==> src/source/ooo_types_pkg.sv <==
// Back-end shared types
// Widths, operations and bus structs

package ooo_types_pkg;

    // Widths follow the default of 64 physical registers and an 8-entry ROB
    typedef logic [31:0] word_t;
    typedef logic [5:0]  phys_tag_t;
    typedef logic [2:0]  rob_id_t;

    typedef enum logic [2:0] {
        OP_ADD,
        OP_SUB,
        OP_AND,
        OP_XOR,
        OP_LI,
        OP_MUL
    } op_t;

    // Renamed instruction from the front end
    typedef struct packed {
        logic      valid;
        op_t       op;
        phys_tag_t rs1;
        phys_tag_t rs2;
        phys_tag_t rd;
        rob_id_t   rob_id;
        word_t     imm;
    } dispatch_req_t;

    // One register file read result
    typedef struct packed {
        word_t   value;
        logic    pending;
        rob_id_t rob_id;
    } operand_t;

    typedef struct packed {
        logic      valid;
        phys_tag_t rd;
        rob_id_t   rob_id;
        word_t     value;
    } cdb_slot_t;

    // One slot per execution unit
    typedef struct packed {
        cdb_slot_t alu_slot;
        cdb_slot_t mul_slot;
    } cdb_t;

    // Issued instruction with its operand values
    typedef struct packed {
        logic      valid;
        op_t       op;
        phys_tag_t rd;
        rob_id_t   rob_id;
        word_t     a;
        word_t     b;
    } exec_req_t;

endpackage
==> src/source/alu_unit.sv <==
// Single-cycle integer ALU

`timescale 1ns/1ps

module alu_unit (
    input  logic                      clk,
    input  logic                      rst,
    input  ooo_types_pkg::exec_req_t  req,
    output ooo_types_pkg::cdb_slot_t  slot
);

    ooo_types_pkg::word_t result;

    always_comb begin
        case (req.op)
            ooo_types_pkg::OP_ADD: result = req.a + req.b;
            ooo_types_pkg::OP_SUB: result = req.a - req.b;
            ooo_types_pkg::OP_AND: result = req.a & req.b;
            ooo_types_pkg::OP_XOR: result = req.a ^ req.b;
            // Immediate arrives on operand b
            ooo_types_pkg::OP_LI:  result = req.b;
            default:               result = '0;
        endcase
    end

    // Result registered straight onto the ALU slot
    always_ff @(posedge clk) begin
        if (rst) begin
            slot <= '0;
        end else begin
            slot.valid <= req.valid;
            if (req.valid) begin
                slot.rd     <= req.rd;
                slot.rob_id <= req.rob_id;
                slot.value  <= result;
            end
        end
    end

endmodule

==> config.mk <==
export PLATFORM = sky130hd
export DESIGN_NAME = alu_unit
export DESIGN_NICKNAME = d
export VERILOG_FILES = /design/src/source/ooo_types_pkg.sv /design/src/source/alu_unit.sv
export SDC_FILE = /design/constraint.sdc
export NUM_CORES = 1
export LEC_CHECK = 0
export ABC_AREA = 0
export CAP_MARGIN = 5
export CORE_UTILIZATION = 64
export DETAILED_ROUTE_END_ITERATION = 16
export DONT_BUFFER_PORTS = 1
export PLACE_DENSITY = 0.87
export SETUP_SLACK_MARGIN = 0.4
export SYNTH_ARGS = -nofsm -noshare
export SYNTH_HDL_FRONTEND = slang
export SYNTH_SLANG_ARGS = --single-unit
==> constraint.sdc <==
create_clock -name clk -period 5.7 [get_ports clk]
set_input_delay 1.14 -clock clk [delete_from_list [all_inputs] [get_ports clk]]
set_output_delay 1.14 -clock clk [all_outputs]
set_load 0.005 [all_outputs]
==> flow_metrics.tcl <==
set metrics [dict create \
    end_kind "flop" \
    yosysWarnings 0 \
    path_max_fanout 7 \
    tns_ps 0 \
    reg_top3 "slot: 42 flops" \
    fin_skew_ps 0 \
    synth-main-ff-cell "dfxtp_1" \
    synth_edf_count 0 \
    syn-cell-area_sq_um 5180 \
    run_status "completed" \
    antenna_cells 0 \
    largest_reg_flops 42 \
    core_area_sq_um 7770 \
    gpl.final_weighted_congestion 0.931 \
    synth_fp_nets 830 \
    utilization_pct 68.6 \
    max-slew-margin-rel_pct 17.6 \
    post-place-ws_ps 649 \
    drtPass1Iterations 5 \
    layout_min_cycle_time_ps 4870 \
    cap_violations 0 \
    die_y_um 91.9 \
    syn_inst 686 \
    crit_chain "nor4_1 -> and2_1 -> nand3_1 -> o21ai_0 -> xor2_1 -> ha_1 -> a21o_1 -> a31oi_1 -> nor2_1 -> a2111oi_0 -> a211oi_1 -> o31ai_1 -> a21oi_1 -> o32ai_1" \
    cts_tree "yes" \
    cpMaxStageDelayCell "a2111oi_0" \
    hold_path.class "flop to flop" \
    rsz0062_at_grt "false" \
    postRouteAntennaNets 0 \
    max_stage_delay_ps 770 \
    power_density_nw_per_um2 186 \
    row_count 32 \
    viasPerCell 6.97 \
    drc 0 \
    synth_cell_types 60 \
    timing.final.crit_share_pct 85.4 \
    regMostFlops "slot" \
    clk_pin_slew_ps 90 \
    post_cts_resized 0 \
    start_util_pct 66.6 \
    antenna_found_initial 0 \
    arrival_ps 5080 \
    grt_pass1_vias 5287 \
    wl_per_cell_um 21.0 \
    cts-root-buf "clkbuf_8" \
    grt_first_pass_wirelength_mm 25.5 \
    stdcell_count 766 \
    crit_path_start_kind "primary input" \
    max_freq_mhz 206 \
    dp.final_hpwl_mm 11.9 \
    ys_ff_latch 42 \
    final-hold-violation-count 0 \
    ys_seq_area_share_pct 16.2 \
    wirelength_mm 16.1 \
    areaGrowthSynthToFinish_pct 2.88 \
    drive_gt1_share_pct 3.31 \
    cp.required_ps 5910 \
    clk_path_buf_depth 2 \
    grt_usage_pct 37.8 \
    grt-ovfl-total 0 \
    dr_total_vias 5340 \
    slew_viol_final 0 \
    p_leak_nw 2.29 \
    critPathKind "primary input to flop" \
    cts.sinks 42 \
    ir_worst_vdd_mv 0.130 \
    crit_buf_inv 0 \
    fin_ws_ps 835 \
    fp.dieW_um 91.9 \
    grt_max_degree 45 \
    dpl.cell_count 758 \
    drt_iter0_markers 318 \
    async_flop_share_pct 0 \
    post-cts-setup-buffers 0 \
    cpLargestDelayFamily "compound AO/OA/AOI/OAI gates" \
    setup_violations 0 \
    cts.htree.levels 2 \
    hold_buffers 0 \
    io_buffer_count 0 \
    nets 807 \
    numCtsBuffers 5 \
    die_area_sq_um 8450 \
    syn_avg_cell_area_sq_um 7.55 \
    worstSkewPairLatency_ps 300 \
    tightest_slew_ps 1240 \
    io_pins 121 \
]
layout make-up:
| class | count | area [sq um] |
|---|---|---|
| clock buffers | 8 | 110 |
| well taps | 102 | 128 |
| fillers | 706 | 2440 |
| flip-flops and latches | 42 | 841 |
| repair buffers | 5 | 37.5 |
| multi-input cells | 589 | 4130 |
| inverters | 20 | 75.1 |
metal layers:
| layer | part of all wire, % | up-vias | track usage [%] |
|---|---|---|---|
| li1 | - | 2513 | - |
| met2 | 47 | 280 | 65.7 |
| met3 | 9.6 | 45 | 7.96 |
| met4 | 2.7 | 0 | 13.4 |
| met5 | 0 | - | 0 |
| met1 | 41 | 2502 | 45.7 |
layout by cell type (no fill, tap or decap), types with 6 or more instances in the layout:
cell and n:
a21oi_1 58, ha_1 64, nand3_1 15, o21ai_0 48
a22oi_1 15, o22ai_1 8, o31ai_1 10, o211ai_1 7
inv_1 20, nor2_1 62, o21a_1 9, a211o_1 6
nand2_1 62, xnor2_1 21, mux2i_1 40, nand4_1 7
dfxtp_1 42, nor3_1 13, xor2_1 21, a21o_1 20
a211oi_1 11, and3_1 7, clkbuf_8 8, or3_1 7
worst min-delay path: cells and delay by family, from the launching register on:
family	cells	cell delay [ps]
flops	1	330
compound gates	1	60
simple gates	1	60
metrics by stage:
| step | power, mW | instance area [sq um] | hold WS (ps) |
|---|---|---|---|
| after floorplan | 0.670 | 5180 | 462 |
| after global placement | 0.733 | 5220 | 472 |
| after detailed placement | 0.746 | 5220 | 479 |
| after CTS | 0.981 | 5330 | 492 |
| after global routing | 1.05 | 5330 | 506 |
| final | 0.988 | 5330 | 490 |
final timing paths:
| path | from | endpoint | slack [ps] | cells after the start |
|---|---|---|---|---|
| min | slot[15]$_SDFFE_PP0P_ | slot[15]$_SDFFE_PP0P_ | 490 | 2 |
| min reg2reg | slot[15]$_SDFFE_PP0P_ | slot[15]$_SDFFE_PP0P_ | 490 | 2 |
| max | req[4] | slot[25]$_SDFFE_PP0P_ | 830 | 14 |
| max reg2reg | slot[30]$_SDFFE_PP0P_ | slot[30]$_SDFFE_PP0P_ | 4350 | 5 |
cell usage after synthesis, types with 8 or more instances:
cell type	number	area share (%)
xor2_1	21	3.6
clkbuf_1	31	2.2
a22oi_1	15	2.2
inv_1	20	1.5
o31ai_1	10	1.5
nand2_1	62	4.5
mux2i_1	40	7.7
ha_1	64	15
xnor2_1	21	3.6
a211oi_1	11	1.6
dfxtp_1	42	16
nor2_1	62	4.5
o21a_1	9	1.3
a21oi_1	58	5.6
o22ai_1	8	0.97
a21o_1	20	2.9
o21ai_0	48	4.6
nor3_1	13	1.3
nand3_1	15	1.5
where the power goes:
group          leakage, nW  internal [mW]  switching (mW)
Sequential           0.343          0.310          0.0154
Clock               0.0575          0.123           0.113
Combinational         1.89          0.182           0.245
logic make-up after synthesis:
kind of cell	share of synthesized area, %
and+or+nand+nor	19.1
muxes	8.17
adders and majority gates	15.9
buffers and inverters	3.99
AOI/OAI and AO/OA	29.5
xor gates and xnor gates	7.11
DFF	16.2
Power figures use the tool's default switching activity.
