## config.mk

```make
export PLATFORM = sky130hd
export DESIGN_NAME = mul_unit
export DESIGN_NICKNAME = d
export VERILOG_FILES = /design/src/source/ooo_types_pkg.sv /design/src/source/mul_unit.sv
export SDC_FILE = /design/constraint.sdc
export NUM_CORES = 1
export LEC_CHECK = 0
export BUFFER_PORTS_ARGS = -buffer_cell sky130_fd_sc_hd__buf_2
export CORE_MARGIN = 5
export CORE_UTILIZATION = 50
export DETAILED_ROUTE_END_ITERATION = 10
export PLACE_DENSITY = 0.77
export SYNTH_ARGS = -nofsm -noshare
export SYNTH_HDL_FRONTEND = slang
export SYNTH_SLANG_ARGS = --single-unit
```

## constraint.sdc

```tcl
create_clock -name clk -period 9.8 [get_ports clk]
set_input_delay 1.47 -clock clk [delete_from_list [all_inputs] [get_ports clk]]
set_output_delay 1.47 -clock clk [all_outputs]
set_load 0.05 [all_outputs]
```

## src/source/ooo_types_pkg.sv

```systemverilog
// Back-end shared types
// Widths, operations and bus structs

package ooo_types_pkg;

    // Widths follow the default of 64 physical registers and an 8-entry ROB
    typedef logic [31:0] word_t;
    typedef logic [5:0]  phys_tag_t;
    typedef logic [2:0]  rob_id_t;

    typedef enum logic [2:0] {
        OP_ADD,
        OP_SUB,
        OP_AND,
        OP_XOR,
        OP_LI,
        OP_MUL
    } op_t;

    // Renamed instruction from the front end
    typedef struct packed {
        logic      valid;
        op_t       op;
        phys_tag_t rs1;
        phys_tag_t rs2;
        phys_tag_t rd;
        rob_id_t   rob_id;
        word_t     imm;
    } dispatch_req_t;

    // One register file read result
    typedef struct packed {
        word_t   value;
        logic    pending;
        rob_id_t rob_id;
    } operand_t;

    typedef struct packed {
        logic      valid;
        phys_tag_t rd;
        rob_id_t   rob_id;
        word_t     value;
    } cdb_slot_t;

    // One slot per execution unit
    typedef struct packed {
        cdb_slot_t alu_slot;
        cdb_slot_t mul_slot;
    } cdb_t;

    // Issued instruction with its operand values
    typedef struct packed {
        logic      valid;
        op_t       op;
        phys_tag_t rd;
        rob_id_t   rob_id;
        word_t     a;
        word_t     b;
    } exec_req_t;

endpackage
```

## src/source/mul_unit.sv

```systemverilog
// Pipelined 32-bit multiplier

`timescale 1ns/1ps

module mul_unit #(
    parameter int MUL_STAGES = 3
) (
    input  logic                      clk,
    input  logic                      rst,
    input  ooo_types_pkg::exec_req_t  req,
    output ooo_types_pkg::cdb_slot_t  slot
);

    logic [MUL_STAGES-1:0]    valid_q;
    ooo_types_pkg::phys_tag_t rd_q [MUL_STAGES];
    ooo_types_pkg::rob_id_t   rob_q [MUL_STAGES];
    ooo_types_pkg::word_t     prod_q [1:MUL_STAGES-1];
    ooo_types_pkg::word_t     ll_d;
    ooo_types_pkg::word_t     ll_q;
    logic [15:0]              cross_d;
    logic [15:0]              cross_q;

    // Low half product plus the cross terms that land in bits 31:16
    assign ll_d    = 32'(req.a[15:0]) * 32'(req.b[15:0]);
    assign cross_d = req.a[15:0] * req.b[31:16] + req.a[31:16] * req.b[15:0];

    always_ff @(posedge clk) begin
        if (rst) begin
            valid_q <= '0;
        end else begin
            valid_q <= {valid_q[MUL_STAGES-2:0], req.valid};
        end
    end

    // Tags ride alongside the data so a new product can start every cycle
    always_ff @(posedge clk) begin
        rd_q[0]   <= req.rd;
        rob_q[0]  <= req.rob_id;
        ll_q      <= ll_d;
        cross_q   <= cross_d;
        prod_q[1] <= ll_q + {cross_q, 16'h0000};
        for (int s = 1; s < MUL_STAGES; s++) begin
            rd_q[s]  <= rd_q[s-1];
            rob_q[s] <= rob_q[s-1];
        end
        for (int s = 2; s < MUL_STAGES; s++) begin
            prod_q[s] <= prod_q[s-1];
        end
    end

    always_comb begin
        slot.valid  = valid_q[MUL_STAGES-1];
        slot.rd     = rd_q[MUL_STAGES-1];
        slot.rob_id = rob_q[MUL_STAGES-1];
        slot.value  = prod_q[MUL_STAGES-1];
    end

endmodule

```

==> flow_summary.yaml <==
run_status:
  status: "complete, no violations"
finish:
  layout-drive-gt1-share_pct: 7.66
  fin_cells: 2695
  multi_input_area_mm2: 0.0152
  seqCellArea_mm2: 0.00284
  n_fill_cell: 3511
  area_growth_syn_to_layout_pct: 7.18
  layout.nets: 2822
cts:
  cts-resized-gates: 0
  clock-sinks: 142
  htreeDepth: 4
  clk_latency_ns: 0.42
  cts_hold_buf: 0
  clockBufferDepth: 2
  clk_pin_slew_worst_paths_ns: 0.07
  cts-root-buf: "clkbuf_16"
  numCtsBuffers: 17
  post_cts_buffers: 0
  tritoncts: "done"
logic_synthesis:
  syn-cell-area_mm2: 0.0200
  syn_inst: 2110
  ys_warn_count: 0
  syn_area_per_cell_um2: 9.47
  synth_top_area_share_pct: 38.0
  post-synth-top-area-cell: "fa_1"
  synthArstFlopShare_pct: 0
  synth-main-ff-cell: "dfxtp_1"
  synth-edff-count: 0
  ys_seq_area_share_pct: 14.2
  synth_cell_types: 57
  synth_nets: 2778
  ys_ff_latch: 142
  synth_area_leaders: "fa_1, dfxtp_1, ha_1"
sta:
  min_period_ns: 7.48
  worst_pin_slew_ns: 0.801
  setup-violations-final: 0
  fmax_ghz: 0.134
  max_slew_margin_pct: 46.2
  fin_crit_sh_pct: 76.3
  hold_ws_ns: 0.324
  hold_violations: 0
  finalWorstSetupSlack_ns: 2.32
  rsz0062_at_grt: "false"
  drv_slew: 0
  final.setup.tns_ns: 0
  finClkSkew_ns: 0.0126
global_route:
  grt_pass1_vias: 15200
  grt_max_degree: 33
  antenna_found_initial: 5
  grt_usage_pct: 21.3
  grt_pass1_wl_um: 76000
  globalRouteOverflowTotal: 0
route:
  drc: 0
  num_vias: 14200
  drt_pre_antenna_iters: 7
  wl_per_cell_um: 17.1
  drtAntennaViolNets: 0
  viasPerCell: 5.28
  wl_um: 46200
  drt_iter0_markers: 1036
floorplan:
  boundaryPins: 121
  rows: 73
  chipHeight_um: 210
  start_util_pct: 50.4
  dieArea_mm2: 0.0441
  fp.coreArea_mm2: 0.0396
  chipWidth_um: 210
placement:
  portBuffers: 117
  place_ws_ns: 1.92
  gp_congestion: 0.895
  dp_hpwl_um: 36500
  placed_cells: 2660
critical_path:
  critPathArrivalTime_ns: 7.78
  path_common_cell: "fa_1"
  cp_num_buf_inv: 7
  cp-end-kind: "flop"
  crit_fanout: 29
  slowest_stage: "fa_1"
  crit_path_max_incr_delay_ns: 0.53
  critPathRequiredTime_ns: 10.10
  crit_type: "in2reg"
  critPathTopFamily: "adder cells"
  path_cells: "buf_2, and2_1, fa_1, inv_1, fa_1, fa_1, inv_1, ha_1, inv_1, fa_1, inv_1, fa_1, inv_1, fa_1, inv_1, fa_1, ha_1, a21boi_1, o21ai_0, nand2b_1, a21o_1, a41o_1, o41a_1, xnor2_1"
  worst_setup_path_start_kind: "input pin"
flow_run:
  drv_cap: 0
worst_hold_path:
  min_path_type: "reg2reg"
## flip-flops by register name, summed over array words and instances, names as in the netlist
name / flops
cross_q: 16
ll_q: 32
prod_q: 64
rd_q: 18
rob_q: 9
valid_q: 3
## stage by stage
| stage | area (um^2) | util (%) |
|---|---|---|
| after global placement | 20900 | 52.6 |
| after CTS | 21400 | 54.0 |
| after detailed placement | 20900 | 52.6 |
| after floorplan | 20000 | - |
| final | 21400 | 54.1 |
| after global routing | 21400 | 54.0 |
## kinds of logic after synthesis
family                   after synthesis  share of synthesized area, %
AO/OA/AOI/OAI                        109                          3.88
buffers and inverters                521                          9.97
multiplexers                           1                        0.0501
flip-flops                           142                          14.2
adder cells (fa/ha/maj)              589                          51.1
XOR/XNOR                             111                          4.86
AND/OR/NAND/NOR                      637                          15.9
## Yosys cell counts (2+ instances only)
| cell | number |
|---|---|
| o21a_1 | 6 |
| a21o_1 | 9 |
| and3_1 | 2 |
| xnor2_1 | 88 |
| o21bai_1 | 4 |
| nor2_1 | 36 |
| nand2_1 | 276 |
| nand2b_1 | 2 |
| nor2b_1 | 8 |
| dfxtp_1 | 142 |
| and2_1 | 274 |
| nor3_1 | 14 |
| ha_1 | 210 |
| buf_4 | 10 |
| inv_1 | 428 |
| o31ai_1 | 3 |
| a21boi_1 | 2 |
| o21ai_1 | 2 |
| o21ai_0 | 18 |
| a211oi_1 | 5 |
| nand3_1 | 13 |
| a21oi_1 | 30 |
| xor2_1 | 23 |
| nand4_1 | 2 |
| or3_1 | 4 |
| o41ai_2 | 2 |
| fa_1 | 379 |
| clkbuf_1 | 83 |
| a31oi_1 | 2 |
| a21oi_2 | 6 |
## path summary, 6_finish.rpt
check | start | to | slack, ns | cells after the start
setup reg to reg | ll_q[16] | prod_q[1][30] | 6.84 | 12
hold reg to reg | prod_q[1][12] | prod_q[2][12] | 0.32 | 0
setup / recovery | req[35] | cross_q[15] | 2.32 | 24
hold / removal | prod_q[1][12] | prod_q[2][12] | 0.32 | 0
## metal layers
metal	up-vias	share of wire (%)	GRT usage [%]
met1	7211	41	28.8
met3	104	7.9	4.20
met4	4	2.9	6.05
li1	6348	-	-
met2	551	48	35.4
met5	-	0.058	0
## placed cells by master, fill, tap and decap left out, types with 14 or more instances in the layout
| cell | Yosys | layout |
|---|---|---|
| dfxtp_1 | 142 | 142 |
| ha_1 | 210 | 210 |
| xor2_1 | 23 | 23 |
| and2_1 | 274 | 274 |
| xnor2_1 | 88 | 88 |
| a21oi_1 | 30 | 30 |
| o21ai_0 | 18 | 18 |
| buf_2 | 0 | 117 |
| nand2_1 | 276 | 276 |
| fa_1 | 379 | 379 |
| nor3_1 | 14 | 14 |
| clkbuf_16 | 0 | 17 |
| nor2_1 | 36 | 36 |
| inv_1 | 428 | 428 |
## layout make-up
class                           instances  area share [%]
Inverter                              428            7.50
Timing Repair Buffer                  118            2.77
Clock buffer                           17            1.99
Clock inverter                         15           0.648
Tap cell                              525            3.07
Sequential cell                       142            13.3
Multi-Input combinational cell       1447            70.7
Antenna cell                            3          0.0350
Power is left out: the tool's default activity adds up to more than one toggle a clock period on the data nets, which glitch-free logic cannot reach.
