$ cat src/source/ooo_types_pkg.sv
// Back-end shared types
// Widths, operations and bus structs

package ooo_types_pkg;

    // Widths follow the default of 64 physical registers and an 8-entry ROB
    typedef logic [31:0] word_t;
    typedef logic [5:0]  phys_tag_t;
    typedef logic [2:0]  rob_id_t;

    typedef enum logic [2:0] {
        OP_ADD,
        OP_SUB,
        OP_AND,
        OP_XOR,
        OP_LI,
        OP_MUL
    } op_t;

    // Renamed instruction from the front end
    typedef struct packed {
        logic      valid;
        op_t       op;
        phys_tag_t rs1;
        phys_tag_t rs2;
        phys_tag_t rd;
        rob_id_t   rob_id;
        word_t     imm;
    } dispatch_req_t;

    // One register file read result
    typedef struct packed {
        word_t   value;
        logic    pending;
        rob_id_t rob_id;
    } operand_t;

    typedef struct packed {
        logic      valid;
        phys_tag_t rd;
        rob_id_t   rob_id;
        word_t     value;
    } cdb_slot_t;

    // One slot per execution unit
    typedef struct packed {
        cdb_slot_t alu_slot;
        cdb_slot_t mul_slot;
    } cdb_t;

    // Issued instruction with its operand values
    typedef struct packed {
        logic      valid;
        op_t       op;
        phys_tag_t rd;
        rob_id_t   rob_id;
        word_t     a;
        word_t     b;
    } exec_req_t;

endpackage
$ cat src/source/dispatch_stage.sv
// Dispatch hold stage

`timescale 1ns/1ps

module dispatch_stage (
    input  logic                         clk,
    input  logic                         rst,
    input  ooo_types_pkg::dispatch_req_t req,
    output logic                         busy,
    output logic                         mark_valid,
    output ooo_types_pkg::phys_tag_t     mark_rd,
    output ooo_types_pkg::rob_id_t       mark_rob_id,
    output ooo_types_pkg::phys_tag_t     rd_tag1,
    output ooo_types_pkg::phys_tag_t     rd_tag2,
    input  ooo_types_pkg::operand_t      rd_data1,
    input  ooo_types_pkg::operand_t      rd_data2,
    input  ooo_types_pkg::cdb_t          cdb,
    output ooo_types_pkg::exec_req_t     alu_req,
    output ooo_types_pkg::exec_req_t     mul_req
);

    typedef enum logic {
        EMPTY,
        WAITING
    } state_t;

    state_t                       state_q;
    ooo_types_pkg::dispatch_req_t hold_q;
    ooo_types_pkg::exec_req_t     issue_q;
    ooo_types_pkg::phys_tag_t     src_tag [2];
    ooo_types_pkg::operand_t      rd_data [2];
    ooo_types_pkg::word_t         opnd_val_q [2];
    ooo_types_pkg::word_t         opnd_val_d [2];
    logic [1:0]                   opnd_rdy_q;
    logic [1:0]                   opnd_rdy_d;
    logic                         accept;
    logic                         fire;

    function automatic logic cdb_match(
        input ooo_types_pkg::cdb_slot_t slot,
        input ooo_types_pkg::phys_tag_t tag,
        input ooo_types_pkg::rob_id_t   rob_id
    );
        return slot.valid && (slot.rd == tag) && (slot.rob_id == rob_id);
    endfunction

    assign src_tag[0] = hold_q.rs1;
    assign src_tag[1] = hold_q.rs2;
    assign rd_tag1    = src_tag[0];
    assign rd_tag2    = src_tag[1];
    assign rd_data[0] = rd_data1;
    assign rd_data[1] = rd_data2;

    // Operand capture from the register read or a matching CDB slot
    always_comb begin
        for (int i = 0; i < 2; i++) begin
            opnd_rdy_d[i] = opnd_rdy_q[i];
            opnd_val_d[i] = opnd_val_q[i];
            if (!opnd_rdy_q[i]) begin
                if (!rd_data[i].pending) begin
                    opnd_rdy_d[i] = 1'b1;
                    opnd_val_d[i] = rd_data[i].value;
                end else if (cdb_match(cdb.alu_slot, src_tag[i], rd_data[i].rob_id)) begin
                    opnd_rdy_d[i] = 1'b1;
                    opnd_val_d[i] = cdb.alu_slot.value;
                end else if (cdb_match(cdb.mul_slot, src_tag[i], rd_data[i].rob_id)) begin
                    opnd_rdy_d[i] = 1'b1;
                    opnd_val_d[i] = cdb.mul_slot.value;
                end
            end
        end
    end

    assign fire   = (state_q == WAITING) && (&opnd_rdy_d);
    assign busy   = (state_q == WAITING) && !fire;
    assign accept = req.valid && !busy;

    // Destination goes pending on the accepting edge
    assign mark_valid  = accept;
    assign mark_rd     = req.rd;
    assign mark_rob_id = req.rob_id;

    always_ff @(posedge clk) begin
        if (rst) begin
            state_q    <= EMPTY;
            opnd_rdy_q <= '0;
            issue_q    <= '0;
        end else begin
            issue_q.valid <= fire;
            if (fire) begin
                issue_q.op     <= hold_q.op;
                issue_q.rd     <= hold_q.rd;
                issue_q.rob_id <= hold_q.rob_id;
                issue_q.a      <= opnd_val_d[0];
                issue_q.b      <= opnd_val_d[1];
            end
            if (accept) begin
                state_q <= WAITING;
                // LI has its immediate already and waits for nothing
                opnd_rdy_q <= (req.op == ooo_types_pkg::OP_LI) ? 2'b11 : 2'b00;
            end else begin
                if (fire) begin
                    state_q <= EMPTY;
                end
                opnd_rdy_q <= opnd_rdy_d;
            end
        end
    end

    always_ff @(posedge clk) begin
        if (accept) begin
            hold_q        <= req;
            opnd_val_q[0] <= '0;
            opnd_val_q[1] <= req.imm;
        end else begin
            opnd_val_q <= opnd_val_d;
        end
    end

    // Route by operation
    always_comb begin
        alu_req       = issue_q;
        mul_req       = issue_q;
        alu_req.valid = issue_q.valid && (issue_q.op != ooo_types_pkg::OP_MUL);
        mul_req.valid = issue_q.valid && (issue_q.op == ooo_types_pkg::OP_MUL);
    end

endmodule

$ cat config.mk
export PLATFORM = sky130hd
export DESIGN_NAME = dispatch_stage
export DESIGN_NICKNAME = d
export VERILOG_FILES = /design/src/source/ooo_types_pkg.sv /design/src/source/dispatch_stage.sv
export SDC_FILE = /design/constraint.sdc
export NUM_CORES = 1
export LEC_CHECK = 0
export ABC_AREA = 1
export CAP_MARGIN = 5
export CORE_AREA = 2 2 184 150
export CTS_BUF_LIST = sky130_fd_sc_hd__clkbuf_8
export DETAILED_ROUTE_END_ITERATION = 16
export DIE_AREA = 0 0 186 152
export DONT_BUFFER_PORTS = 1
export PLACE_DENSITY_LB_ADDON = 0.2
export SLEW_MARGIN = 20
export SYNTH_ARGS = -nofsm -noshare
export SYNTH_HDL_FRONTEND = slang
export SYNTH_SLANG_ARGS = --single-unit
$ cat constraint.sdc
create_clock -name clk -period 3.3 [get_ports clk]
set_input_delay 0.165 -clock clk [delete_from_list [all_inputs] [get_ports clk]]
set_output_delay 0.165 -clock clk [all_outputs]
set_load 0.005 [all_outputs]
==> reports/qor.csv, run 1 <==
metric,value,unit
"Reg clk slew, reported paths",100,ps
kind of critical path,reg2out,
final max-slew violation count,0,
"area leader, netlist",dfxtp_1,
clock root buffer,clkbuf_8,
combinational fraction of design power,0.187,
CTS H-tree lvls,4,
peak fanout along the critical path,34,
final non-filler cell total,1827,
M1 wire length,15.6,mm
1st-iter DRT viols,674,
RSZ-0062 raised after global routing,false,
die area,28300,µm²
post-synthesis sequential area ratio,0.346,
Starting Density,0.390,
CTS Sinks,168,
Clock Latency Late Sink,490,ps
Yosys reg bits,168,
hold depth,6,
Ports,392,
"Hold-fix buffers, CTS",59,
RD Place Congestion,0.855,
CP startpoint kind,flop,
global-route wire length before repair,51.3,mm
Fill cells,2916,
sw frac,0.336,
fin crit share,0.900,
Peak VDD IR,0.321,mV
vias in the first global route,8693,
wire length on met3,3.28,mm
Post-DRT Antenna Nets,0,
TNS Setup,0,ps
crit end category,output pin,
Fin. Hold Viols,0,
Remaining DRCs,0,
Internal,3.32,mW
CTS tree,built,
CP arrival,2810,ps
CTS resizes,0,
Die W,186,µm
initial antenna violation count,1,
YS warnings,0,
share of layout cells above drive strength 1,0.0575,
Post-CTS Setup Inserts,0,
max_cap viols,0,
Clk pwr share,0.331,
DRT Pass-1 Iters,6,
FMAX,337,MHz
static leakage,4.79,nW
DR vias/cell,5.03,
Yosys top cell area share,0.277,
Final Setup Violations,0,
via count,9197,
Worst Tran Pin Value,960,ps
Die Height,152,µm
Netlist cell types,28,
total CTS buffers,17,
Placed Cells,1735,
hpwl dp,24.0,mm
Core Box Area,26700,µm²
minimum clock period,2970,ps
DR WL/cell,18.8,µm
NetSw,1.68,mW
"most common cell after layout, fill and taps aside",nand2_1,
met2 WL,15.0,mm
"top cells by area, synth","dfxtp_1 (28%), nand2_1 (16%), buf_4 (12%), edfxtp_1 (6.9%), inv_1 (6.2%)",
Syn-to-layout area delta,0.312,%
R2R setup slack,360,ps
r2r worst-path depth,13,
Post-Syn Area per Cell,6.48,µm²
CP Data Required Time,3130,ps
most frequent cells in the layout,"nand2_1 (440), inv_1 (169), nor2_1 (154), dfxtp_1 (142), o21ai_0 (115)",
largest net degree at the start of global routing,65,
DR top layer,met4,
GR Util All Layers,0.241,
# nets final,1664,
relative slew slack,0.359,
Post-Synthesis Cells,1607,
Buffers on Ports,0,
status,"complete, no violations",
syn_nets,1822,
Longest Clk Path Bufs,2,
GR Overflow Total,0,
synthesized cell area,10400,µm²
Layout Skew,18.0,ps
sequential share of power,0.483,
final WL,34.4,mm
worst min path class,in2reg,
Pwr Density,479,nW/µm²
row count,54,
## critical path, stage by stage, from the launching register on
cell,delay [ps]
edfxtp_1,460
inv_1,110
nand2_1,50
nand2_1,50
nor2_1,40
nand3_1,130
nor2_1,90
nor2_4,720
nand2_2,190
nand2_2,160
nand2_4,70
nand2_4,80
inv_4,140
## per-stage QoR
step,worst slack [ps],hold WS [ps],cell area [µm²],total power [mW],utilization
6_report,328,83.6,10400,5.00,0.391
3_5_place_dp,348,231,9420,3.33,0.353
3_3_place_gp,386,229,9420,3.32,0.353
5_1_grt,54.2,81.7,10400,5.30,0.391
4_1_cts,276,40.0,10400,5.05,0.391
2_1_floorplan,1280,234,10400,3.24,-
## per-layer routing
| metal | vias up | track usage |
|---|---|---|
| met3 | 47 | 0.0786 |
| met5 | - | 0 |
| met4 | 0 | 0.0697 |
| met1 | 4205 | 0.322 |
| li1 | 4550 | - |
| met2 | 395 | 0.369 |
## synth_stat cells
master	n
nand3_1	102
inv_1	172
edfxtp_1	24
nor2_1	155
nor4_1	1
buf_1	12
a21oi_1	112
nand2_2	13
o21ai_1	18
nor2_2	3
xor2_1	7
buf_6	4
dfxtp_1	144
clkbuf_1	50
nand2_4	2
o211ai_1	32
nand2_1	440
o21ai_0	115
buf_8	2
a21boi_0	1
nor2_4	1
a31oi_1	1
nand3_4	1
nor3b_1	1
xnor2_1	1
buf_2	18
buf_4	173
inv_2	2
## logic make-up (layout without fill, tap and decap cells)
family	count (synthesis)	in the layout	synth area share
simple gates	719	719	0.279
flops	168	168	0.346
compound gates	279	279	0.142
xor+xnor	8	8	0.00673
other cells	0	1	0
buf+inv	433	288	0.226
## cell type report
class	instances	area, µm²	area share
multi-input combinational	1006	4490	0.430
sequential	168	3610	0.345
timing repair buffer	82	801	0.0767
inverter	174	656	0.0628
tap	364	455	0.0436
clock buffer	17	234	0.0224
clock inverter	15	203	0.0194
antenna	1	2.50	0.000240
## registers in the layout, summed over array words and instances, names as in the netlist
name        flops
rd_tag2         6
alu_req        76
state_q         1
opnd_val_q     64
issue_q         1
rd_tag1         6
opnd_rdy_q      2
hold_q         12
## power by group through the flow
stage / combinational [mW] / sequential (mW) / clock, mW
5_1_grt: 1.07 / 2.44 / 1.79
3_5_place_dp: 0.869 / 2.46 / 0
6_report: 0.933 / 2.41 / 1.65
4_1_cts: 0.935 / 2.41 / 1.70
2_1_floorplan: 0.849 / 2.39 / 0
3_3_place_gp: 0.859 / 2.46 / 0
## worst paths after layout
path	endpoint	startpoint
hold / removal	opnd_val_q[43]	cdb[11]
hold reg to reg	alu_req[66]	hold_q[34]
setup reg to reg	opnd_rdy_q[1]	rd_tag1[4]
setup / recovery	mark_valid	rd_tag1[4]
Note: power is estimated with default switching activity, not from simulation.
==> inputs of run 2 (changes only) <==
--- a/config.mk
+++ b/config.mk
@@ -7,6 +7,8 @@
 export LEC_CHECK = 0
 export ABC_AREA = 1
 export CAP_MARGIN = 5
+export CELL_PAD_IN_SITES_DETAIL_PLACEMENT = 0
+export CELL_PAD_IN_SITES_GLOBAL_PLACEMENT = 1
 export CORE_AREA = 2 2 184 150
 export CTS_BUF_LIST = sky130_fd_sc_hd__clkbuf_8
 export DETAILED_ROUTE_END_ITERATION = 16
==> run 2 against run 1 <==
First-iteration DRC count shrank 21%; clock skew is 1.3 ps lower; non-clock buffer count shrank 2; total power increased by 1.6%; final cell count decreased by 0.16%; hold slack worse by 5.1 ps; register-to-register slack worse by 80 ps; critical path type unchanged; critical endpoint unchanged; largest cell class unchanged.
==> reports/qor.csv, run 2 (same netlist as run 1, synthesis figures left out) <==
metric,value,unit
Clock Latency Late Sink,470,ps
Starting Density,0.390,
most frequent cells in the layout,"nand2_1 (440), inv_1 (169), nor2_1 (154), dfxtp_1 (142), o21ai_0 (115)",
peak fanout along the critical path,56,
global-route wire length before repair,50.7,mm
kind of critical path,reg2out,
Largest register FFs,76,
"Hold-fix buffers, CTS",59,
# diodes,0,
# nets final,1662,
relative slew slack,0.329,
"most common cell after layout, fill and taps aside",nand2_1,
Longest Clk Path Bufs,2,
Post-DRT Antenna Nets,0,
CP Data Required Time,3130,ps
Post-CTS Setup Inserts,0,
R2R setup slack,280,ps
sequential share of power,0.476,
Final Setup Violations,0,
setup ws final,243,ps
initial antenna violation count,0,
largest net degree at the start of global routing,65,
GR Util All Layers,0.237,
DRT Pass-1 Iters,5,
crit end category,output pin,
GR Overflow Total,0,
worst min path class,in2reg,
Clk pwr share,0.344,
Die W,186,µm
wire length on met3,2.23,mm
TNS Setup,0,ps
Core Box Area,26700,µm²
fin crit share,0.926,
final max-slew violation count,0,
RD Place Congestion,0.815,
CTS tree,built,
NetSw,1.63,mW
Remaining DRCs,0,
Pwr Density,487,nW/µm²
CTS H-tree lvls,4,
status,"complete, no violations",
pre-CTS WS,264,ps
CP arrival,2890,ps
Layout Skew,16.7,ps
sw frac,0.322,
met2 WL,15.3,mm
combinational fraction of design power,0.181,
FMAX,327,MHz
clock root buffer,clkbuf_8,
Internal,3.45,mW
minimum clock period,3060,ps
via count,9107,
Peak VDD IR,0.250,mV
CP startpoint kind,flop,
hpwl dp,22.7,mm
DR top layer,met4,
CTS resizes,0,
Ports,392,
static leakage,4.80,nW
final WL,33.9,mm
Syn-to-layout area delta,0.144,%
RSZ-0062 raised after global routing,false,
Worst Tran Pin Value,1000,ps
vias in the first global route,8662,
die area,28300,µm²
DR WL/cell,18.6,µm
Buffers on Ports,0,
1st-iter DRT viols,535,
row count,54,
CTS Sinks,168,
DR vias/cell,4.99,
total CTS buffers,17,
share of layout cells above drive strength 1,0.0555,
Fin. Hold Viols,0,
"Reg clk slew, reported paths",100,ps
Die Height,152,µm
M1 wire length,16.0,mm
max_cap viols,0,
-- run 2: changes by cell type in the layout (fill, tap and decap cells not counted), sizes merged --
cell,before,now
buf,23,21
bufinv,2,4
clkinvlp,1,0
diode,1,0
inv,182,181
-- run 2: through the flow --
stage / instance area (µm²) / util / std cells / total power [mW] / hold slack [ps]
floorplan: 10400 / - / 1607 / 3.24 / 234
global placement: 9390 / 0.352 / 1733 / 3.32 / 236
detailed placement: 9390 / 0.352 / 1733 / 3.32 / 235
CTS: 10400 / 0.391 / 1824 / 5.13 / 40.8
global route: 10400 / 0.391 / 1824 / 5.37 / 86.5
finish: 10400 / 0.391 / 1824 / 5.08 / 78.5
-- run 2: worst paths after layout --
path                                    from             end  depth (start not counted)
worst max-delay path              rd_tag1[4]      mark_valid                         13
worst min-delay path            rd_data2[32]  opnd_val_q[28]                          6
worst max register to register    rd_tag1[4]     alu_req[50]                         13
worst min register to register    hold_q[40]     alu_req[72]                          2
-- run 2: critical path: stages, from the launching register on --
cell	delay, ps
edfxtp_1	470
inv_1	110
nand2_1	50
nand2_1	50
nor2_1	40
nand3_1	90
nor2_1	70
nor2_4	750
nand2_2	200
nand2_2	150
nand2_4	70
nand2_4	80
inv_4	40
buf_12	200
-- run 2: area by class of cell --
class	count	area (µm²)
Clock buffer	17	234
Tap cell	364	455
Timing Repair Buffer	80	773
Fill cell	2948	16300
Sequential cell	168	3610
Multi-Input combinational cell	1006	4490
Clock inverter	15	215
Inverter	174	656
-- run 2: power by group through the flow --
stage / combinational (mW) / clock, mW / sequential (mW)
floorplan: 0.849 / 0 / 2.39
global placement: 0.853 / 0 / 2.46
detailed placement: 0.855 / 0 / 2.47
CTS: 0.922 / 1.79 / 2.42
global route: 1.05 / 1.87 / 2.44
finish: 0.917 / 1.75 / 2.42
-- run 2: routing by layer --
layer	GRT usage	vias to the layer above
met4	0.0510	0
met3	0.0544	24
met5	0	-
met1	0.321	4228
met2	0.384	302
li1	-	4553
==> inputs of run 3 (changes only) <==
--- a/config.mk
+++ b/config.mk
@@ -5,14 +5,13 @@
 export SDC_FILE = /design/constraint.sdc
 export NUM_CORES = 1
 export LEC_CHECK = 0
-export ABC_AREA = 1
 export CAP_MARGIN = 5
 export CELL_PAD_IN_SITES_DETAIL_PLACEMENT = 0
 export CELL_PAD_IN_SITES_GLOBAL_PLACEMENT = 1
-export CORE_AREA = 2 2 184 150
+export CORE_AREA = 2 2 171 139
 export CTS_BUF_LIST = sky130_fd_sc_hd__clkbuf_8
 export DETAILED_ROUTE_END_ITERATION = 16
-export DIE_AREA = 0 0 186 152
+export DIE_AREA = 0 0 173 141
 export DONT_BUFFER_PORTS = 1
 export PLACE_DENSITY_LB_ADDON = 0.2
 export SLEW_MARGIN = 20
==> run 3 against run 2 <==
Clock skew rose by 3.0 ps; non-clock buffer count is 40 higher; core utilization is 1.9 points higher; total power is 12% lower; sequential cell count did not move; design area is 10% lower; clock power down 23%; highest routed layer is now met5.
==> reports/qor.csv, run 3 <==
metric,value,unit
Internal,3.17,mW
placed inst area,8010,µm²
R2R setup slack,130,ps
max_cap viols,0,
initial antenna violation count,3,
"count leader, synth",buf_4,
cells along the critical path,xor2_1 > nor4_2 > a41oi_1 > a2bb2oi_2 > o21ai_4 > buf_4 > mux2_2 > dlygate4sd3_1,
final max-slew violation count,0,
static leakage,3.37,nW
sequential share of power,0.527,
status,"complete, no violations",
Buffers on Ports,0,
setup ws final,127,ps
worst hold slack,35.4,ps
critical path's slowest cell,dlygate4sd3_1,
Die W,173,µm
Pwr Density,476,nW/µm²
final non-filler cell total,1138,
RSZ-0062 raised after global routing,false,
r2r worst-path depth,8,
die area,24400,µm²
DR WL/cell,23.7,µm
worst min path class,in2reg,
peak fanout along the critical path,34,
TNS Setup,0,ps
post-synthesis sequential area ratio,0.403,
RD Place Congestion,0.871,
via count,6440,
FMAX,315,MHz
Longest Clk Path Bufs,2,
"area leader, netlist",dfxtp_1,
CP startpoint,rd_tag1[5],
Die Height,141,µm
final WL,27.0,mm
pre-CTS WS,563,ps
relative slew slack,0.287,
most frequent cells in the layout,"dfxtp_1 (143), dlygate4sd3_1 (100), a22o_1 (64), a21oi_1 (45)",
R2R Path Start,rd_tag1[5],
DRT Pass-1 Iters,5,
Core Box Area,22900,µm²
vias in the first global route,6763,
Fin. Hold Viols,0,
syn_nets,1120,
final instance area,9380,µm²
YS warnings,0,
Netlist cell types,42,
Post-synth top cells,"buf_4 (176), dfxtp_1 (144), a22o_1 (64)",
clock root buffer,clkbuf_8,
GR Overflow Total,0,
prevailing post-synth register cell,dfxtp_1,
CTS H-tree lvls,4,
Critical path destination,opnd_val_q[11],
Clk pwr share,0.302,
"most common cell after layout, fill and taps aside",dfxtp_1,
Post-DRT Antenna Nets,0,
sw frac,0.290,
Post-synth EDFFs,24,
combinational fraction of design power,0.171,
largest net degree at the start of global routing,39,
"top cells by area, synth","dfxtp_1 (32%), buf_4 (15%), edfxtp_1 (8.1%), a22o_1 (6.3%), o32ai_2 (5.3%)",
synthesized cell area,8930,µm²
Placed Cells,1006,
CTS Sinks,168,
global-route wire length before repair,40.4,mm
Starting Density,0.390,
NetSw,1.29,mW
Post-CTS Setup Inserts,0,
CP Data Required Time,3640,ps
Layout Skew,19.7,ps
hpwl dp,18.0,mm
kind of critical path,reg2reg,
CP arrival,3510,ps
Syn-to-layout area delta,5.00,%
Largest register FFs,76,
GR Util All Layers,0.218,
DR vias/cell,5.66,
Ports,392,
Post-Syn Area per Cell,9.87,µm²
Yosys top cell area share,0.323,
Slowest Stage Delay on Critical Path,560,ps
"Reg clk slew, reported paths",100,ps
total CTS buffers,17,
Util after Layout,0.410,
fin crit share,0.961,
1st-iter DRT viols,384,
CP startpoint kind,flop,
# nets final,1028,
Final Setup Violations,0,
crit end category,flop,
Post-Synthesis Cells,905,
Yosys reg bits,168,
Worst Tran Pin Value,1070,ps
CTS tree,built,
minimum clock period,3170,ps
Crit Reg-Reg Endpoint,opnd_val_q[11],
total power,4.46,mW
Clock Latency Late Sink,460,ps
row count,50,
Remaining DRCs,0,
Peak VDD IR,0.247,mV
share of layout cells above drive strength 1,0.155,
Post-synth ARST share,0,
==> run 3: cell count changes after synthesis, moves of 64 or more <==
cell     change
o21ai_0    -103
a21oi_1     -65
nand3_1     -89
nor2_1     -118
a22o_1      +64
nand2_1    -405
inv_1      -137
==> run 3: worst max-delay path: cells and delay by family, from the launching register on <==
kind | cells | cell delay, ps
xor+xnor | 1 | 240
buf+inv | 2 | 1090
simple gates | 1 | 90
flops | 1 | 480
mux | 1 | 410
compound gates | 3 | 720
==> run 3: worst min-delay path by stage <==
stage	from	cells after the start	end	slack, ps
CTS	cdb[28]	2	alu_req[28]	5
detailed placement	rst	1	alu_req[65]	240
floorplan	req[32]	0	hold_q[32]	260
global route	cdb[28]	2	alu_req[28]	10
finish	cdb[28]	2	alu_req[28]	40
global placement	rst	1	alu_req[65]	240
==> run 3: cell families after synthesis <==
group | Yosys count | share of synthesized area
AOI/OAI and AO/OA | 200 | 0.201
DFF | 168 | 0.403
muxes | 64 | 0.0762
and+or+nand+nor | 169 | 0.0939
buffers and inverters | 268 | 0.190
xor gates and xnor gates | 36 | 0.0353
==> run 3: cell type report <==
type / instances / area (µm²)
antenna: 2 / 5.00
clock buffer: 18 / 248
clock inverter: 12 / 92.6
fill: 2261 / 13500
inverter: 37 / 139
multi-input combinational: 469 / 3710
sequential: 168 / 3600
tap: 312 / 390
timing repair buffer: 120 / 1190
==> run 3: power groups by stage <==
| stage | Clock [mW] | Sequential [mW] | Combinational (mW) |
|---|---|---|---|
| after global routing | 1.48 | 2.37 | 0.833 |
| final | 1.35 | 2.35 | 0.764 |
| after global placement | 0 | 2.39 | 0.612 |
| after CTS | 1.39 | 2.35 | 0.759 |
| after floorplan | 0 | 2.35 | 0.629 |
| after detailed placement | 0 | 2.40 | 0.629 |
==> run 3: timing repair <==
item	CTS	global route
hold buffers	99	1
resized for setup	0	2
endpoints found under the hold margin	94	1
endpoints found under the setup margin	0	18
==> run 3: routing by layer <==
layer / routed length, µm / GRT usage / vias to the layer above
met3: 2160 / 0.0661 / 67
met1: 10900 / 0.253 / 3116
met4: 843 / 0.0901 / 2
met2: 13100 / 0.375 / 364
li1: - / - / 2891
met5: 8 / 0 / -
